<file path="src/hdl/xt_bus_pkg.sv">
//////////////////////////////////////////////////
// Bus widths, I/O port bases and decode targets
// shared by the peripheral glue and its testbench
//////////////////////////////////////////////////

package xt_bus_pkg;

    // CPU bus widths
    parameter int ADDR_WIDTH = 20;
    parameter int DATA_WIDTH = 8;

    typedef logic [ADDR_WIDTH-1:0] addr_t;
    typedef logic [DATA_WIDTH-1:0] data_t;

    // Peripheral reached by an I/O cycle
    typedef enum logic [2:0] {
        TGT_NONE,
        TGT_DMA,
        TGT_PIC,
        TGT_PIT,
        TGT_KEYBOARD,
        TGT_DMA_PAGE,
        TGT_EMS
    } io_target_e;

    // Base of each 32-port block below 100h
    parameter logic [15:0] DMA_BASE      = 16'h0000;
    parameter logic [15:0] PIC_BASE      = 16'h0020;
    parameter logic [15:0] PIT_BASE      = 16'h0040;
    parameter logic [15:0] DMA_PAGE_BASE = 16'h0080;

    // Scancode port of the keyboard latch
    parameter logic [15:0] KBD_DATA_PORT = 16'h0060;

endpackage

</file>
<file path="src/hdl/xt_ems_pkg.sv">
//////////////////////////////////////////////////
// EMS page mapper definitions: page count, map
// width, frame choices and the map array types
//////////////////////////////////////////////////

package xt_ems_pkg;

    parameter int EMS_PAGES     = 4;
    parameter int EMS_MAP_WIDTH = 7;

    // Page registers live at 260h to 263h
    parameter logic [15:0] EMS_PORT_BASE = 16'h0260;

    // Frame segment, decoded to the upper address nibble A, C, D or E
    typedef enum logic [1:0] {
        FRAME_A000,
        FRAME_C000,
        FRAME_D000,
        FRAME_E000
    } ems_frame_e;

    typedef logic [EMS_MAP_WIDTH-1:0] ems_map_t;

    // One map entry per 16 KB window of the frame
    typedef ems_map_t [EMS_PAGES-1:0] ems_map_array_t;

    typedef logic [EMS_PAGES-1:0] ems_window_t;

endpackage

</file>
<file path="src/hdl/io_bus_if.sv">
//////////////////////////////////////////////////
// CPU I/O bus cycle as seen by the glue modules
// Driven at the top level from the plain ports
//////////////////////////////////////////////////

`timescale 1ns/100ps

interface io_bus_if;

    import xt_bus_pkg::*;

    addr_t address;
    data_t wdata;
    logic  io_read_n;
    logic  io_write_n;
    logic  aen_n;

    // Address decode sees the whole cycle
    modport decoder (
        input address, wdata, io_read_n, io_write_n, aen_n
    );

    // Page registers take address and write data
    modport mapper (
        input address, wdata, io_write_n
    );

    modport reader (
        input io_read_n
    );

endinterface

</file>
<file path="src/hdl/io_decode_if.sv">
//////////////////////////////////////////////////
// Decoded I/O target and register index, with the
// read and write strobes forwarded alongside
//////////////////////////////////////////////////

`timescale 1ns/100ps

interface io_decode_if;

    import xt_bus_pkg::*;

    io_target_e target;
    logic [1:0] reg_index;
    logic       io_read_n;
    logic       io_write_n;

    // Address decoder side
    modport source (
        output target, reg_index
    );

    // EMS page mapper writes and reads back by index
    modport ems_sink (
        input target, reg_index, io_write_n
    );

    // Read data multiplexer
    modport mux_sink (
        input target, io_read_n
    );

endinterface

</file>
<file path="src/hdl/io_port_decoder.sv">
//////////////////////////////////////////////////
// I/O address decoder, turning an ISA I/O cycle
// into a target and active-low chip selects
//////////////////////////////////////////////////

`timescale 1ns/100ps

module io_port_decoder (
    io_bus_if.decoder    bus_i,
    input  logic         ems_enabled_i,
    io_decode_if.source  dec_o,
    output logic         dma_cs_n_o,
    output logic         pic_cs_n_o,
    output logic         pit_cs_n_o,
    output logic         dma_page_cs_n_o
);

    import xt_bus_pkg::*;
    import xt_ems_pkg::*;

    io_target_e target;
    logic       ems_hit;
    logic       low_block;

    // EMS registers need a full 16-bit match on 260h to 263h
    assign ems_hit = ems_enabled_i && (bus_i.address[15:2] == EMS_PORT_BASE[15:2]);

    // Motherboard devices sit below 100h
    assign low_block = (bus_i.address[9:8] == 2'b00);

    always_comb begin
        target = TGT_NONE;
        if (!bus_i.aen_n) begin
            if (ems_hit) begin
                target = TGT_EMS;
            end else if (low_block) begin
                if (bus_i.address[9:0] == KBD_DATA_PORT[9:0]) begin
                    target = TGT_KEYBOARD;
                end else begin
                    // One 32-port block per device
                    case (bus_i.address[7:5])
                        DMA_BASE[7:5]:      target = TGT_DMA;
                        PIC_BASE[7:5]:      target = TGT_PIC;
                        PIT_BASE[7:5]:      target = TGT_PIT;
                        DMA_PAGE_BASE[7:5]: target = TGT_DMA_PAGE;
                        default:            target = TGT_NONE;
                    endcase
                end
            end
        end
    end

    assign dec_o.target    = target;
    assign dec_o.reg_index = bus_i.address[1:0];

    // Strobes to the external chips
    assign dma_cs_n_o      = (target != TGT_DMA);
    assign pic_cs_n_o      = (target != TGT_PIC);
    assign pit_cs_n_o      = (target != TGT_PIT);
    assign dma_page_cs_n_o = (target != TGT_DMA_PAGE);

endmodule

</file>
<file path="src/hdl/ems_page_mapper.sv">
//////////////////////////////////////////////////
// EMS page registers with readback and the four
// 16 KB window hits inside the selected frame
//////////////////////////////////////////////////

`timescale 1ns/100ps

module ems_page_mapper (
    input  logic                        clock,
    input  logic                        reset,
    io_bus_if.mapper                    bus_i,
    io_decode_if.ems_sink               dec_i,
    input  xt_ems_pkg::ems_frame_e      frame_i,
    output xt_ems_pkg::ems_map_array_t  map_o,
    output xt_ems_pkg::ems_window_t     window_o,
    output xt_bus_pkg::data_t           read_data_o
);

    import xt_bus_pkg::*;
    import xt_ems_pkg::*;

    ems_map_array_t         page_map;
    logic [EMS_PAGES-1:0]   page_enable;
    logic [1:0]             page_index;
    logic                   ems_write;
    logic [3:0]             frame_nibble;

    assign page_index = dec_i.reg_index;

    // Write is a level, taken on every clock while qualified
    assign ems_write = (dec_i.target == TGT_EMS) && !dec_i.io_write_n;

    always_ff @(posedge clock or posedge reset) begin
        if (reset) begin
            page_map    <= '0;
            page_enable <= '0;
        end else if (ems_write) begin
            if (bus_i.wdata == 8'hFF) begin
                // FFh unmaps the page
                page_map[page_index]    <= '1;
                page_enable[page_index] <= 1'b0;
            end else if (!bus_i.wdata[7]) begin
                page_map[page_index]    <= bus_i.wdata[EMS_MAP_WIDTH-1:0];
                page_enable[page_index] <= 1'b1;
            end
            // 80h to FEh are ignored
        end
    end

    assign map_o = page_map;

    // Unmapped pages read back as FFh
    assign read_data_o = page_enable[page_index] ? {1'b0, page_map[page_index]} : 8'hFF;

    always_comb begin
        case (frame_i)
            FRAME_A000: frame_nibble = 4'hA;
            FRAME_C000: frame_nibble = 4'hC;
            FRAME_D000: frame_nibble = 4'hD;
            default:    frame_nibble = 4'hE;
        endcase
    end

    // Window n covers frame + n * 16 KB
    always_comb begin
        for (int page = 0; page < EMS_PAGES; page++) begin
            window_o[page] = page_enable[page] &&
                (bus_i.address[19:14] == {frame_nibble, 2'(page)});
        end
    end

endmodule

</file>
<file path="src/hdl/keyboard_sync.sv">
//////////////////////////////////////////////////
// Brings the keyboard scancode and interrupt into
// the bus clock through a reset-cleared shift chain
//////////////////////////////////////////////////

`timescale 1ns/100ps

module keyboard_sync #(
    parameter int KBD_SYNC_STAGES = 2
) (
    input  logic               clock,
    input  logic               reset,
    input  xt_bus_pkg::data_t  keycode_i,
    input  logic               keyboard_irq_i,
    output xt_bus_pkg::data_t  keycode_o,
    output logic               keyboard_irq_o
);

    import xt_bus_pkg::*;

    data_t [KBD_SYNC_STAGES-1:0] keycode_chain;
    logic  [KBD_SYNC_STAGES-1:0] irq_chain;

    always_ff @(posedge clock or posedge reset) begin
        if (reset) begin
            keycode_chain <= '0;
            irq_chain     <= '0;
        end else begin
            keycode_chain[0] <= keycode_i;
            irq_chain[0]     <= keyboard_irq_i;
            for (int stage = 1; stage < KBD_SYNC_STAGES; stage++) begin
                keycode_chain[stage] <= keycode_chain[stage-1];
                irq_chain[stage]     <= irq_chain[stage-1];
            end
        end
    end

    // Last stage feeds the 060h read path
    assign keycode_o      = keycode_chain[KBD_SYNC_STAGES-1];
    assign keyboard_irq_o = irq_chain[KBD_SYNC_STAGES-1];

endmodule

</file>
<file path="src/hdl/bus_read_mux.sv">
//////////////////////////////////////////////////
// Prioritized read data selection onto the CPU
// data bus, with the flag that enables the driver
//////////////////////////////////////////////////

`timescale 1ns/100ps

module bus_read_mux (
    io_decode_if.mux_sink      dec_i,
    input  logic               inta_n_i,
    input  xt_bus_pkg::data_t  pic_data_i,
    input  xt_bus_pkg::data_t  pit_data_i,
    input  xt_bus_pkg::data_t  kbd_data_i,
    input  xt_bus_pkg::data_t  ems_data_i,
    output xt_bus_pkg::data_t  data_o,
    output logic               data_drive_o
);

    import xt_bus_pkg::*;

    logic io_read;

    assign io_read = !dec_i.io_read_n;

    always_comb begin
        data_o       = 8'h00;
        data_drive_o = 1'b1;
        // Interrupt acknowledge wins over any addressed read
        if (!inta_n_i) begin
            data_o = pic_data_i;
        end else if (io_read && (dec_i.target == TGT_PIC)) begin
            data_o = pic_data_i;
        end else if (io_read && (dec_i.target == TGT_PIT)) begin
            data_o = pit_data_i;
        end else if (io_read && (dec_i.target == TGT_KEYBOARD)) begin
            data_o = kbd_data_i;
        end else if (io_read && (dec_i.target == TGT_EMS)) begin
            data_o = ems_data_i;
        end else begin
            // Nobody claims the cycle
            data_drive_o = 1'b0;
        end
    end

endmodule

</file>
<file path="src/hdl/xt_peripheral_glue.sv">
//////////////////////////////////////////////////
// Top level of the XT peripheral glue: I/O decode,
// EMS mapper, keyboard sync and read data mux
//////////////////////////////////////////////////

`timescale 1ns/100ps

module xt_peripheral_glue #(
    parameter int KBD_SYNC_STAGES = 2
) (
    input  logic                        clock,
    input  logic                        reset,
    input  xt_bus_pkg::addr_t           address_i,
    input  xt_bus_pkg::data_t           data_i,
    input  logic                        io_read_n_i,
    input  logic                        io_write_n_i,
    input  logic                        address_enable_n_i,
    input  logic                        interrupt_acknowledge_n_i,
    input  logic                        ems_enabled_i,
    input  xt_ems_pkg::ems_frame_e      ems_frame_i,
    input  xt_bus_pkg::data_t           pic_data_i,
    input  xt_bus_pkg::data_t           pit_data_i,
    input  xt_bus_pkg::data_t           keycode_i,
    input  logic                        keyboard_irq_i,
    output xt_bus_pkg::data_t           data_o,
    output logic                        data_drive_o,
    output logic                        dma_cs_n_o,
    output logic                        pic_cs_n_o,
    output logic                        pit_cs_n_o,
    output logic                        dma_page_cs_n_o,
    output xt_ems_pkg::ems_map_array_t  ems_map_o,
    output xt_ems_pkg::ems_window_t     ems_window_o,
    output logic                        keyboard_irq_o
);

    import xt_bus_pkg::*;

    data_t kbd_keycode;
    data_t ems_read_data;

    io_bus_if    cpu_bus ();
    io_decode_if io_decode ();

    // CPU cycle onto the internal bus
    assign cpu_bus.address    = address_i;
    assign cpu_bus.wdata      = data_i;
    assign cpu_bus.io_read_n  = io_read_n_i;
    assign cpu_bus.io_write_n = io_write_n_i;
    assign cpu_bus.aen_n      = address_enable_n_i;

    // Strobes travel with the decoded target
    assign io_decode.io_read_n  = cpu_bus.io_read_n;
    assign io_decode.io_write_n = cpu_bus.io_write_n;

    io_port_decoder io_port_decoder_inst (
        .bus_i           (cpu_bus.decoder),
        .ems_enabled_i   (ems_enabled_i),
        .dec_o           (io_decode.source),
        .dma_cs_n_o      (dma_cs_n_o),
        .pic_cs_n_o      (pic_cs_n_o),
        .pit_cs_n_o      (pit_cs_n_o),
        .dma_page_cs_n_o (dma_page_cs_n_o)
    );

    ems_page_mapper ems_page_mapper_inst (
        .clock       (clock),
        .reset       (reset),
        .bus_i       (cpu_bus.mapper),
        .dec_i       (io_decode.ems_sink),
        .frame_i     (ems_frame_i),
        .map_o       (ems_map_o),
        .window_o    (ems_window_o),
        .read_data_o (ems_read_data)
    );

    keyboard_sync #(
        .KBD_SYNC_STAGES (KBD_SYNC_STAGES)
    ) keyboard_sync_inst (
        .clock          (clock),
        .reset          (reset),
        .keycode_i      (keycode_i),
        .keyboard_irq_i (keyboard_irq_i),
        .keycode_o      (kbd_keycode),
        .keyboard_irq_o (keyboard_irq_o)
    );

    bus_read_mux bus_read_mux_inst (
        .dec_i        (io_decode.mux_sink),
        .inta_n_i     (interrupt_acknowledge_n_i),
        .pic_data_i   (pic_data_i),
        .pit_data_i   (pit_data_i),
        .kbd_data_i   (kbd_keycode),
        .ems_data_i   (ems_read_data),
        .data_o       (data_o),
        .data_drive_o (data_drive_o)
    );

endmodule

</file>
<file path="config.mk">
export PLATFORM = sky130hd
export DESIGN_NAME = xt_peripheral_glue
export DESIGN_NICKNAME = d
export VERILOG_FILES = /design/src/hdl/xt_bus_pkg.sv /design/src/hdl/xt_ems_pkg.sv /design/src/hdl/io_bus_if.sv /design/src/hdl/io_decode_if.sv /design/src/hdl/io_port_decoder.sv /design/src/hdl/ems_page_mapper.sv /design/src/hdl/keyboard_sync.sv /design/src/hdl/bus_read_mux.sv /design/src/hdl/xt_peripheral_glue.sv
export SDC_FILE = /design/constraint.sdc
export NUM_CORES = 1
export LEC_CHECK = 0
export CORE_ASPECT_RATIO = 0.6
export CORE_MARGIN = 10
export CORE_UTILIZATION = 30
export DETAILED_ROUTE_END_ITERATION = 16
export DONT_BUFFER_PORTS = 1
export GPL_ROUTABILITY_DRIVEN = 0
export HOLD_SLACK_MARGIN = 0.12
export SLEW_MARGIN = 10
export SYNTH_ARGS = -nofsm -noshare
export SYNTH_HDL_FRONTEND = slang
export SYNTH_SLANG_ARGS = --single-unit
export TNS_END_PERCENT = 20
</file>
<file path="constraint.sdc">
create_clock -name clock -period 4.05 [get_ports clock]
set_clock_uncertainty 0.2 [all_clocks]
set_input_delay 0.405 -clock clock [delete_from_list [all_inputs] [get_ports clock]]
set_output_delay 0.405 -clock clock [all_outputs]
set_load 0.03 [all_outputs]
</file>
==> results of run 1 <==
critical path: stages:
cell     delay (ns)
nor4_1         0.38
nand4_1        0.40
and2_1         0.31
o31ai_1        0.73
a221o_2        0.41
area by class of cell:
type                    instances  area (sq um)  area share
clock inverters                 2          37.5      0.0123
multi-input cells             134          1240       0.407
clock buffers                   6           129      0.0422
inverters                       9          33.8      0.0111
flip-flops and latches         50          1250       0.410
well taps                     108           135      0.0443
repair buffers                 24           223      0.0730
cell families (layout without fill, tap and decap cells):
| family | after synthesis | in the layout | synth area share |
|---|---|---|---|
| and+or+nand+nor | 52 | 52 | 0.129 |
| DFF | 50 | 50 | 0.490 |
| AOI/OAI and AO/OA | 38 | 38 | 0.128 |
| muxes | 38 | 38 | 0.207 |
| buffers and inverters | 14 | 41 | 0.0221 |
| xor gates and xnor gates | 4 | 4 | 0.0137 |
| adders and majority gates | 2 | 2 | 0.00981 |
cells in the final DEF (no fill, tap or decap), types with 3 or more instances in the layout:
cell type	instances
clkbuf_16	5
dlygate4sd3_1	17
nand2_1	8
o221a_2	4
buf_4	7
o21ai_0	7
a221o_2	5
o31ai_1	3
dfrtp_1	50
nand4_2	3
a21oi_1	4
mux2_2	30
o221ai_1	3
nor2_1	10
mux4_4	4
nand4_1	4
nor3_1	3
mux4_2	4
inv_1	8
a22oi_1	3
worst min-delay path by stage:
stage | from | to | cells past startpoint
after CTS | data_i[2] | ems_page_mapper_inst.map_o[9]$_DFFE_PP0P_ | 2
after global placement | keyboard_sync_inst.keycode_chain[0]$_DFF_PP0_ | keyboard_sync_inst.keycode_o[0]$_DFF_PP0_ | 0
after floorplan | keyboard_sync_inst.irq_chain[0]$_DFF_PP0_ | keyboard_sync_inst.irq_chain[1]$_DFF_PP0_ | 0
final | data_i[2] | ems_page_mapper_inst.map_o[9]$_DFFE_PP0P_ | 2
after global routing | keyboard_sync_inst.keycode_chain[6]$_DFF_PP0_ | keyboard_sync_inst.keycode_o[6]$_DFF_PP0_ | 0
after detailed placement | keyboard_sync_inst.keycode_chain[6]$_DFF_PP0_ | keyboard_sync_inst.keycode_o[6]$_DFF_PP0_ | 0
routing by layer:
layer	global-route usage	up-vias	wire (microns)
met5	0	-	0
met3	0.0692	6	1130
li1	-	816	-
met2	0.172	102	3280
met4	0.0208	0	44
met1	0.155	911	3350
per-stage QoR:
stage	power [W]	cells	utilization	instance area (sq um)
detailed placement	0.000587	308	0.337	2720
floorplan	0.000576	198	-	2550
global route	0.00111	333	0.378	3050
CTS	0.00107	333	0.378	3050
global placement	0.000586	308	0.337	2720
finish	0.00106	333	0.378	3050
power breakdown:
group | switching [W] | internal, W
Clock | 0.000177 | 0.000292
Sequential | 0.00000406 | 0.000508
Combinational | 0.0000451 | 0.0000347
sequential cells by signal, indices dropped and copies added, names as in the netlist, named ones only:
| signal | flops |
|---|---|
| keyboard_sync_inst.keycode_chain | 8 |
| keyboard_sync_inst.keycode_o | 8 |
| keyboard_sync_inst.irq_chain | 2 |
| ems_page_mapper_inst.map_o | 28 |
what timing repair did:
| action | in CTS | in global routing |
|---|---|---|
| gates resized for setup | 0 | 0 |
| endpoints found under the hold margin | 85 | 0 |
| hold buffers | 17 | 0 |
==> metrics.cfg, run 1 <==
[sta]
tns_ns=0
holdWs_ns=0.128
final-setup-viol-count=0
rsz0062_at_grt=false
slew_headroom=0.307
min_period_ns=3.24
hold_violations=0
min_period_over_period=0.800
fmax_ghz=0.309
slew_violations=0
worst_pin_slew_ns=1.04
fin_ws_ns=0.809

[power_and_ir_drop]
powerDensity_mw_per_mm2=348
p_leak_nw=1.33
vdd_ir_drop_max_mv=0.217

[route]
drc=0
routed-via-count=1835
viasPerCell=5.51
wl_per_cell_microns=23.4
drtIter0Drc=73
detail_route.first_pass.iterations=4
ant_nets=0
finalWirelength_microns=7800

[outcome]
status=finished, final reports clean

[cts]
path_clk_slew_ns=0.06
clk_path_buf_depth=2
cts_buffers=5
cts_tree=yes
ctsHtreeMaxLevel=2
clk_latency_ns=0.28
clock_sink_count=50
postCtsSetupBuffers=0
clockRootBuffer=clkbuf_16

[yosys]
synth_area_sq_mm=0.00255
synthTopCellsByCount=dfrtp_1 (50), mux2_2 (30), nor2_1 (10), inv_1 (9), nand2_1 (8)
yosysTopAreaCell=dfrtp_1
yosys.cell_types.count=49
synth_ff_type=dfrtp_1
synth_edf_count=0
ys_seq_area_frac=0.490
postSynth.asyncResetShare=1.00
synthCells=198
synth.most_common_cell=dfrtp_1
yosys-top-cells-area=dfrtp_1 (49%), mux2_2 (13%), mux4_4 (3.9%), mux4_2 (3.5%), a221o_2 (2.2%)
avgSynthCellArea_sq_um=12.9
synthDominantCellAreaShare=0.490
ys_warn_count=0
synth_seq_cells=50
syn-num-nets=262

[final_layout]
drive_above_1_share=0.329
layout.nets=288
fillCellCount=808
syn2layout_area_growth_pct=19.7
diodes=0

[floorplanning]
initial_core_util=0.316
die_w_microns=139
dieArea_sq_mm=0.0127
fp-row-count=25
die_h_microns=91.4
ios=108
core_area_sq_mm=0.00807

[global_routing]
track_usage=0.120
overflow=0
grt_pass1_vias=1993
antenna_found_initial=0
grt_pass1_wl_microns=12200
grt_max_degree=51

[critical_path]
reg2reg_to=ems_page_mapper_inst.map_o[6]$_DFFE_PP0P_
setup.worst_path.end_class=primary output
r2r_cells=1
crit_end=data_o[1]
path_class=input port to primary output
r2r_slack_ns=2.89
cp-startpoint=address_i[10]
r2r_start=ems_page_mapper_inst.map_o[6]$_DFFE_PP0P_
critPathLaunchType=input port
cp.arrival_ns=2.64
required_ns=3.44
critPathMaxFanout=6

[job]
maxCapViolations=0

[placed_design]
numPortBuffers=0
dp_hpwl_microns=6130
place_ws_ns=0.806

[hold_path]
hp-class=input port to register

No activity file was read; power rests on OpenSTA's default activity.
==> inputs of run 2 (changes only) <==
Clock period 4.05 ns to 3.35 ns, I/O delays scaled along.
==> run 2 against run 1 <==
  * Non-clock buffer count increased by 4
  * Global-route usage increased by 0.11 points
  * Register-to-register slack worse by 0.71 ns
  * Die area is the same
  * Utilization is 0.33 points higher
  * Combinational power increased by 22%
  * First-iteration DRC count grew 27%
  * Highest routed layer unchanged
  * Sequential share of layout area shrank 0.35 points
  * Sequential cell count unchanged
==> metrics.cfg, run 2 (synthesized netlist as in run 1, its figures left out) <==
[outcome]
status=finished, final reports clean

[cts]
cts_resized=0
ctsHtreeMaxLevel=2
clockRootBuffer=clkbuf_16
cts_buffers=5
clk_path_buf_depth=2
path_clk_slew_ns=0.06
cts_tree=yes
clock_sink_count=50
postCtsSetupBuffers=0
clk_latency_ns=0.29

[route]
finalWirelength_microns=7910
drtIter0Drc=93
ant_nets=0
detail_route.first_pass.iterations=4
viasPerCell=5.41
wl_per_cell_microns=23.5
drc=0
routed-via-count=1823

[power_and_ir_drop]
power.share.clock=0.439
p_comb_frac=0.076
p_sw_w=0.000267
internal_power_w=0.00101
powerDensity_mw_per_mm2=415
p_leak_nw=1.35
vdd_ir_drop_max_mv=0.247
swShare=0.209
seqPwrFrac=0.485

[final_layout]
final_common_cell=dfrtp_1
design_area_sq_mm=0.00308
diodes=0
largest_reg_flops=28
finalNonFillerCells=337
layout.nets=292
drive_above_1_share=0.336
fillCellCount=795
syn2layout_area_growth_pct=20.7
layout_common_cells=dfrtp_1 (50), mux2_2 (30), dlygate4sd3_1 (17), buf_4 (11), nor2_1 (10)

[placed_design]
dp_hpwl_microns=6240
numPortBuffers=0
placed_cell_area_sq_mm=0.00275
placed_cells=312

[sta]
tns_ns=0
slew_violations=0
min_period_over_period=0.842
hold_violations=0
min_period_ns=2.82
rsz0062_at_grt=false
worst_pin_slew_ns=1.03
fmax_ghz=0.355
final-setup-viol-count=0
slew_headroom=0.311

[critical_path]
path_buf_inv=1
cp.arrival_ns=2.29
critPathMaxFanout=8
path_class=input port to primary output
critPathLaunchType=input port
crit_chain=nor4_1 -> nand4_1 -> a2111oi_4 -> nand2_1 -> o221ai_1 -> buf_4
setup.worst_path.end_class=primary output
crit_family=simple AND/OR/NAND/NOR gates
cpPeakStageDelay_ns=0.71
required_ns=2.81
crit_slowest_cell=a2111oi_4

[floorplanning]
die_w_microns=139
die_h_microns=91.4
initial_core_util=0.316
fp-row-count=25
dieArea_sq_mm=0.0127
core_area_sq_mm=0.00807
ios=108

[global_routing]
grt_max_degree=51
antenna_found_initial=0
grt_pass1_vias=1993
overflow=0
grt_pass1_wl_microns=12200
track_usage=0.121

[job]
maxCapViolations=0

[hold_path]
hp-class=register to register

## run 2: power groups by stage
| stage | clock, W | combinational, W | sequential (W) |
|---|---|---|---|
| final | 0.000561 | 0.0000977 | 0.000620 |
| after CTS | 0.000574 | 0.0000995 | 0.000620 |
| after global routing | 0.000604 | 0.000108 | 0.000620 |
| after global placement | 0 | 0.0000783 | 0.000631 |
| after floorplan | 0 | 0.0000671 | 0.000630 |
| after detailed placement | 0 | 0.0000794 | 0.000631 |
## run 2: final cells by class
type	count	area, sq um	area share
Sequential cell	50	1250	0.406
Multi-Input combinational cell	134	1240	0.404
Timing Repair Buffer	28	253	0.0821
Tap cell	108	135	0.0439
Clock buffer	7	133	0.0431
Inverter	9	33.8	0.0110
Clock inverter	1	30.0	0.00975
## run 2: per-stage QoR
step	hold WS, ns	util	total power, W	setup slack, ns
after floorplan	0.131	-	0.000697	0.742
after global placement	0.133	0.340	0.000709	0.584
after detailed placement	0.138	0.340	0.000710	0.476
after CTS	0.146	0.382	0.00129	0.486
after global routing	0.156	0.382	0.00133	0.336
final	0.149	0.382	0.00128	0.529
## run 2: timing repair
item                       in CTS  in global routing
hold buffers                   17                  0
setup endpoints to repair       0                  0
hold endpoints to repair       87                  0
## run 2: worst paths after layout
path,slack [ns],depth (start not counted),start,to
hold reg to reg,0.15,0,keyboard_sync_inst.irq_chain[0]$_DFF_PP0_,keyboard_sync_inst.irq_chain[1]$_DFF_PP0_
min in group asynchronous,0.56,2,reset,keyboard_sync_inst.keycode_chain[5]$_DFF_PP0_
setup / recovery,0.53,6,address_i[10],data_o[0]
max in group asynchronous,1.75,2,reset,ems_page_mapper_inst.map_o[0]$_DFFE_PP0P_
hold / removal,0.15,0,keyboard_sync_inst.irq_chain[0]$_DFF_PP0_,keyboard_sync_inst.irq_chain[1]$_DFF_PP0_
setup reg to reg,2.18,1,ems_page_mapper_inst.map_o[25]$_DFFE_PP0P_,ems_page_mapper_inst.map_o[25]$_DFFE_PP0P_
## run 2: per-layer routing
layer / track usage / part of all wire / vias to the layer above
met5: 0 / 0 / -
met4: 0.0156 / 0.0048 / 0
met3: 0.0764 / 0.12 / 6
met2: 0.179 / 0.43 / 83
met1: 0.150 / 0.44 / 903
li1: - / - / 831
==> inputs of run 3 (changes only) <==
Clock period 3.35 ns to 2.92 ns, I/O delays scaled along.
==> run 3 against run 2 <==
  * Global-route usage hardly changed
  * Register-to-register slack worse by 0.43 ns
  * Clock power is 6.6% higher
  * Sequential cell count stayed put
  * Sequential power is 15% higher
  * Sequential share of layout area is 0.34 points lower
  * Worst setup slack worse by 0.28 ns
  * Utilization is 0.33 points higher
  * Highest routed layer unchanged
==> metrics.cfg, run 3 (synthesized netlist as in run 1, its figures left out) <==
[floorplanning]
fp-row-count=25
ios=108
initial_core_util=0.316
die_w_microns=139
dieArea_sq_mm=0.0127
die_h_microns=91.4
core_area_sq_mm=0.00807

[critical_path]
crit_chain=nor4_1 -> nand4_1 -> and2_1 -> o31a_1 -> o221ai_1 -> buf_4
critPathMaxFanout=6
critPathLaunchType=input port
path_class=input port to primary output
r2r_start=ems_page_mapper_inst.map_o[4]$_DFFE_PP0P_
required_ns=2.43
cp-startpoint=address_i[10]
path_buf_inv=1
cpPeakStageDelay_ns=0.41
crit_slowest_cell=nor4_1
setup.worst_path.end_class=primary output
cp.arrival_ns=2.17
crit_family=simple AND/OR/NAND/NOR gates

[final_layout]
drive_above_1_share=0.352
fillCellCount=781
multi_input_area_sq_mm=0.00124
layout_common_cells=dfrtp_1 (50), mux2_2 (30), dlygate4sd3_1 (18), buf_4 (14), nor2_1 (10)
layout.nets=296
final_common_cell=dfrtp_1
syn2layout_area_growth_pct=21.7
finalNonFillerCells=341
diodes=0
area.sequential_sq_mm=0.00125
largest_reg_flops=28

[sta]
slew_headroom=0.304
worst_pin_slew_ns=1.04
tns_ns=0
min_period_ns=2.67
min_period_over_period=0.913
final-setup-viol-count=0
rsz0062_at_grt=false
hold_violations=0
slew_violations=0
fmax_ghz=0.375

[cts]
clk_latency_ns=0.28
cts_buffers=5
clk_path_buf_depth=2
cts_tree=yes
cts_resized=0
path_clk_slew_ns=0.07
ctsHtreeMaxLevel=2
clockRootBuffer=clkbuf_16
clock_sink_count=50

[outcome]
status=finished, final reports clean

[placed_design]
dp_hpwl_microns=6190
placed_cells=314
numPortBuffers=0

[power_and_ir_drop]
powerDensity_mw_per_mm2=458
p_sw_w=0.000324
swShare=0.228
power.share.clock=0.420
vdd_ir_drop_max_mv=0.203
seqPwrFrac=0.499
internal_power_w=0.00110
p_leak_nw=1.37
p_comb_frac=0.080

[global_routing]
grt_pass1_vias=2000
antenna_found_initial=0
overflow=0
track_usage=0.121
grt_max_degree=51
grt_pass1_wl_microns=12200

[route]
drc=0
wl_per_cell_microns=23.2
routed-via-count=1842
drtIter0Drc=72
viasPerCell=5.40
detail_route.first_pass.iterations=4
finalWirelength_microns=7920
ant_nets=0

[hold_path]
holdCritStartpoint=keyboard_sync_inst.keycode_chain[4]$_DFF_PP0_
hp-class=register to register

[job]
maxCapViolations=0

[run 3: power by group through the flow]
stage	combinational [W]	sequential (W)	clock (W)
after floorplan	0.0000769	0.000722	0
after global placement	0.0000904	0.000724	0
after detailed placement	0.0000915	0.000724	0
after CTS	0.000116	0.000710	0.000617
after global routing	0.000126	0.000711	0.000647
final	0.000114	0.000711	0.000598
[run 3: layout make-up]
class	count	share of cell area
flip-flops and latches	50	0.403
multi-input cells	134	0.400
repair buffers	32	0.0919
clock buffers	6	0.0447
well taps	108	0.0435
inverters	9	0.0109
clock inverters	2	0.00564
[run 3: path summary, 6_finish.rpt]
kind	end	cells after the start	slack, ns
worst max-delay path	data_o[4]	6	0.25
worst min-delay path	keyboard_sync_inst.keycode_o[4]$_DFF_PP0_	0	0.15
worst max register to register	ems_page_mapper_inst.map_o[4]$_DFFE_PP0P_	1	1.75
worst min register to register	keyboard_sync_inst.keycode_o[4]$_DFF_PP0_	0	0.15
max in group asynchronous	keyboard_sync_inst.keycode_chain[1]$_DFF_PP0_	2	1.36
min in group asynchronous	keyboard_sync_inst.keycode_chain[3]$_DFF_PP0_	2	0.52
[run 3: timing repair]
item | CTS | global route
hold endpoints to repair | 87 | 0
endpoints found under the setup margin | 0 | 8
setup buffers | 0 | 1
hold buffers | 18 | 0
[run 3: through the flow]
| step | setup WS (ns) | power, W | cell area, sq um | util | hold WS (ns) |
|---|---|---|---|---|---|
| after floorplan | 0.398 | 0.000799 | 2550 | - | 0.123 |
| after global placement | 0.248 | 0.000814 | 2760 | 0.342 | 0.124 |
| after detailed placement | 0.164 | 0.000815 | 2760 | 0.342 | 0.124 |
| after CTS | 0.176 | 0.00144 | 3100 | 0.384 | 0.150 |
| after global routing | 0.0574 | 0.00148 | 3110 | 0.385 | 0.155 |
| final | 0.254 | 0.00142 | 3110 | 0.385 | 0.147 |
[run 3: per-layer routing]
layer	vias to the layer above	track usage	part of all wire
li1	834	-	-
met1	928	0.156	0.45
met2	76	0.180	0.43
met3	4	0.0614	0.11
met4	0	0.0208	0.0035
met5	-	0	0
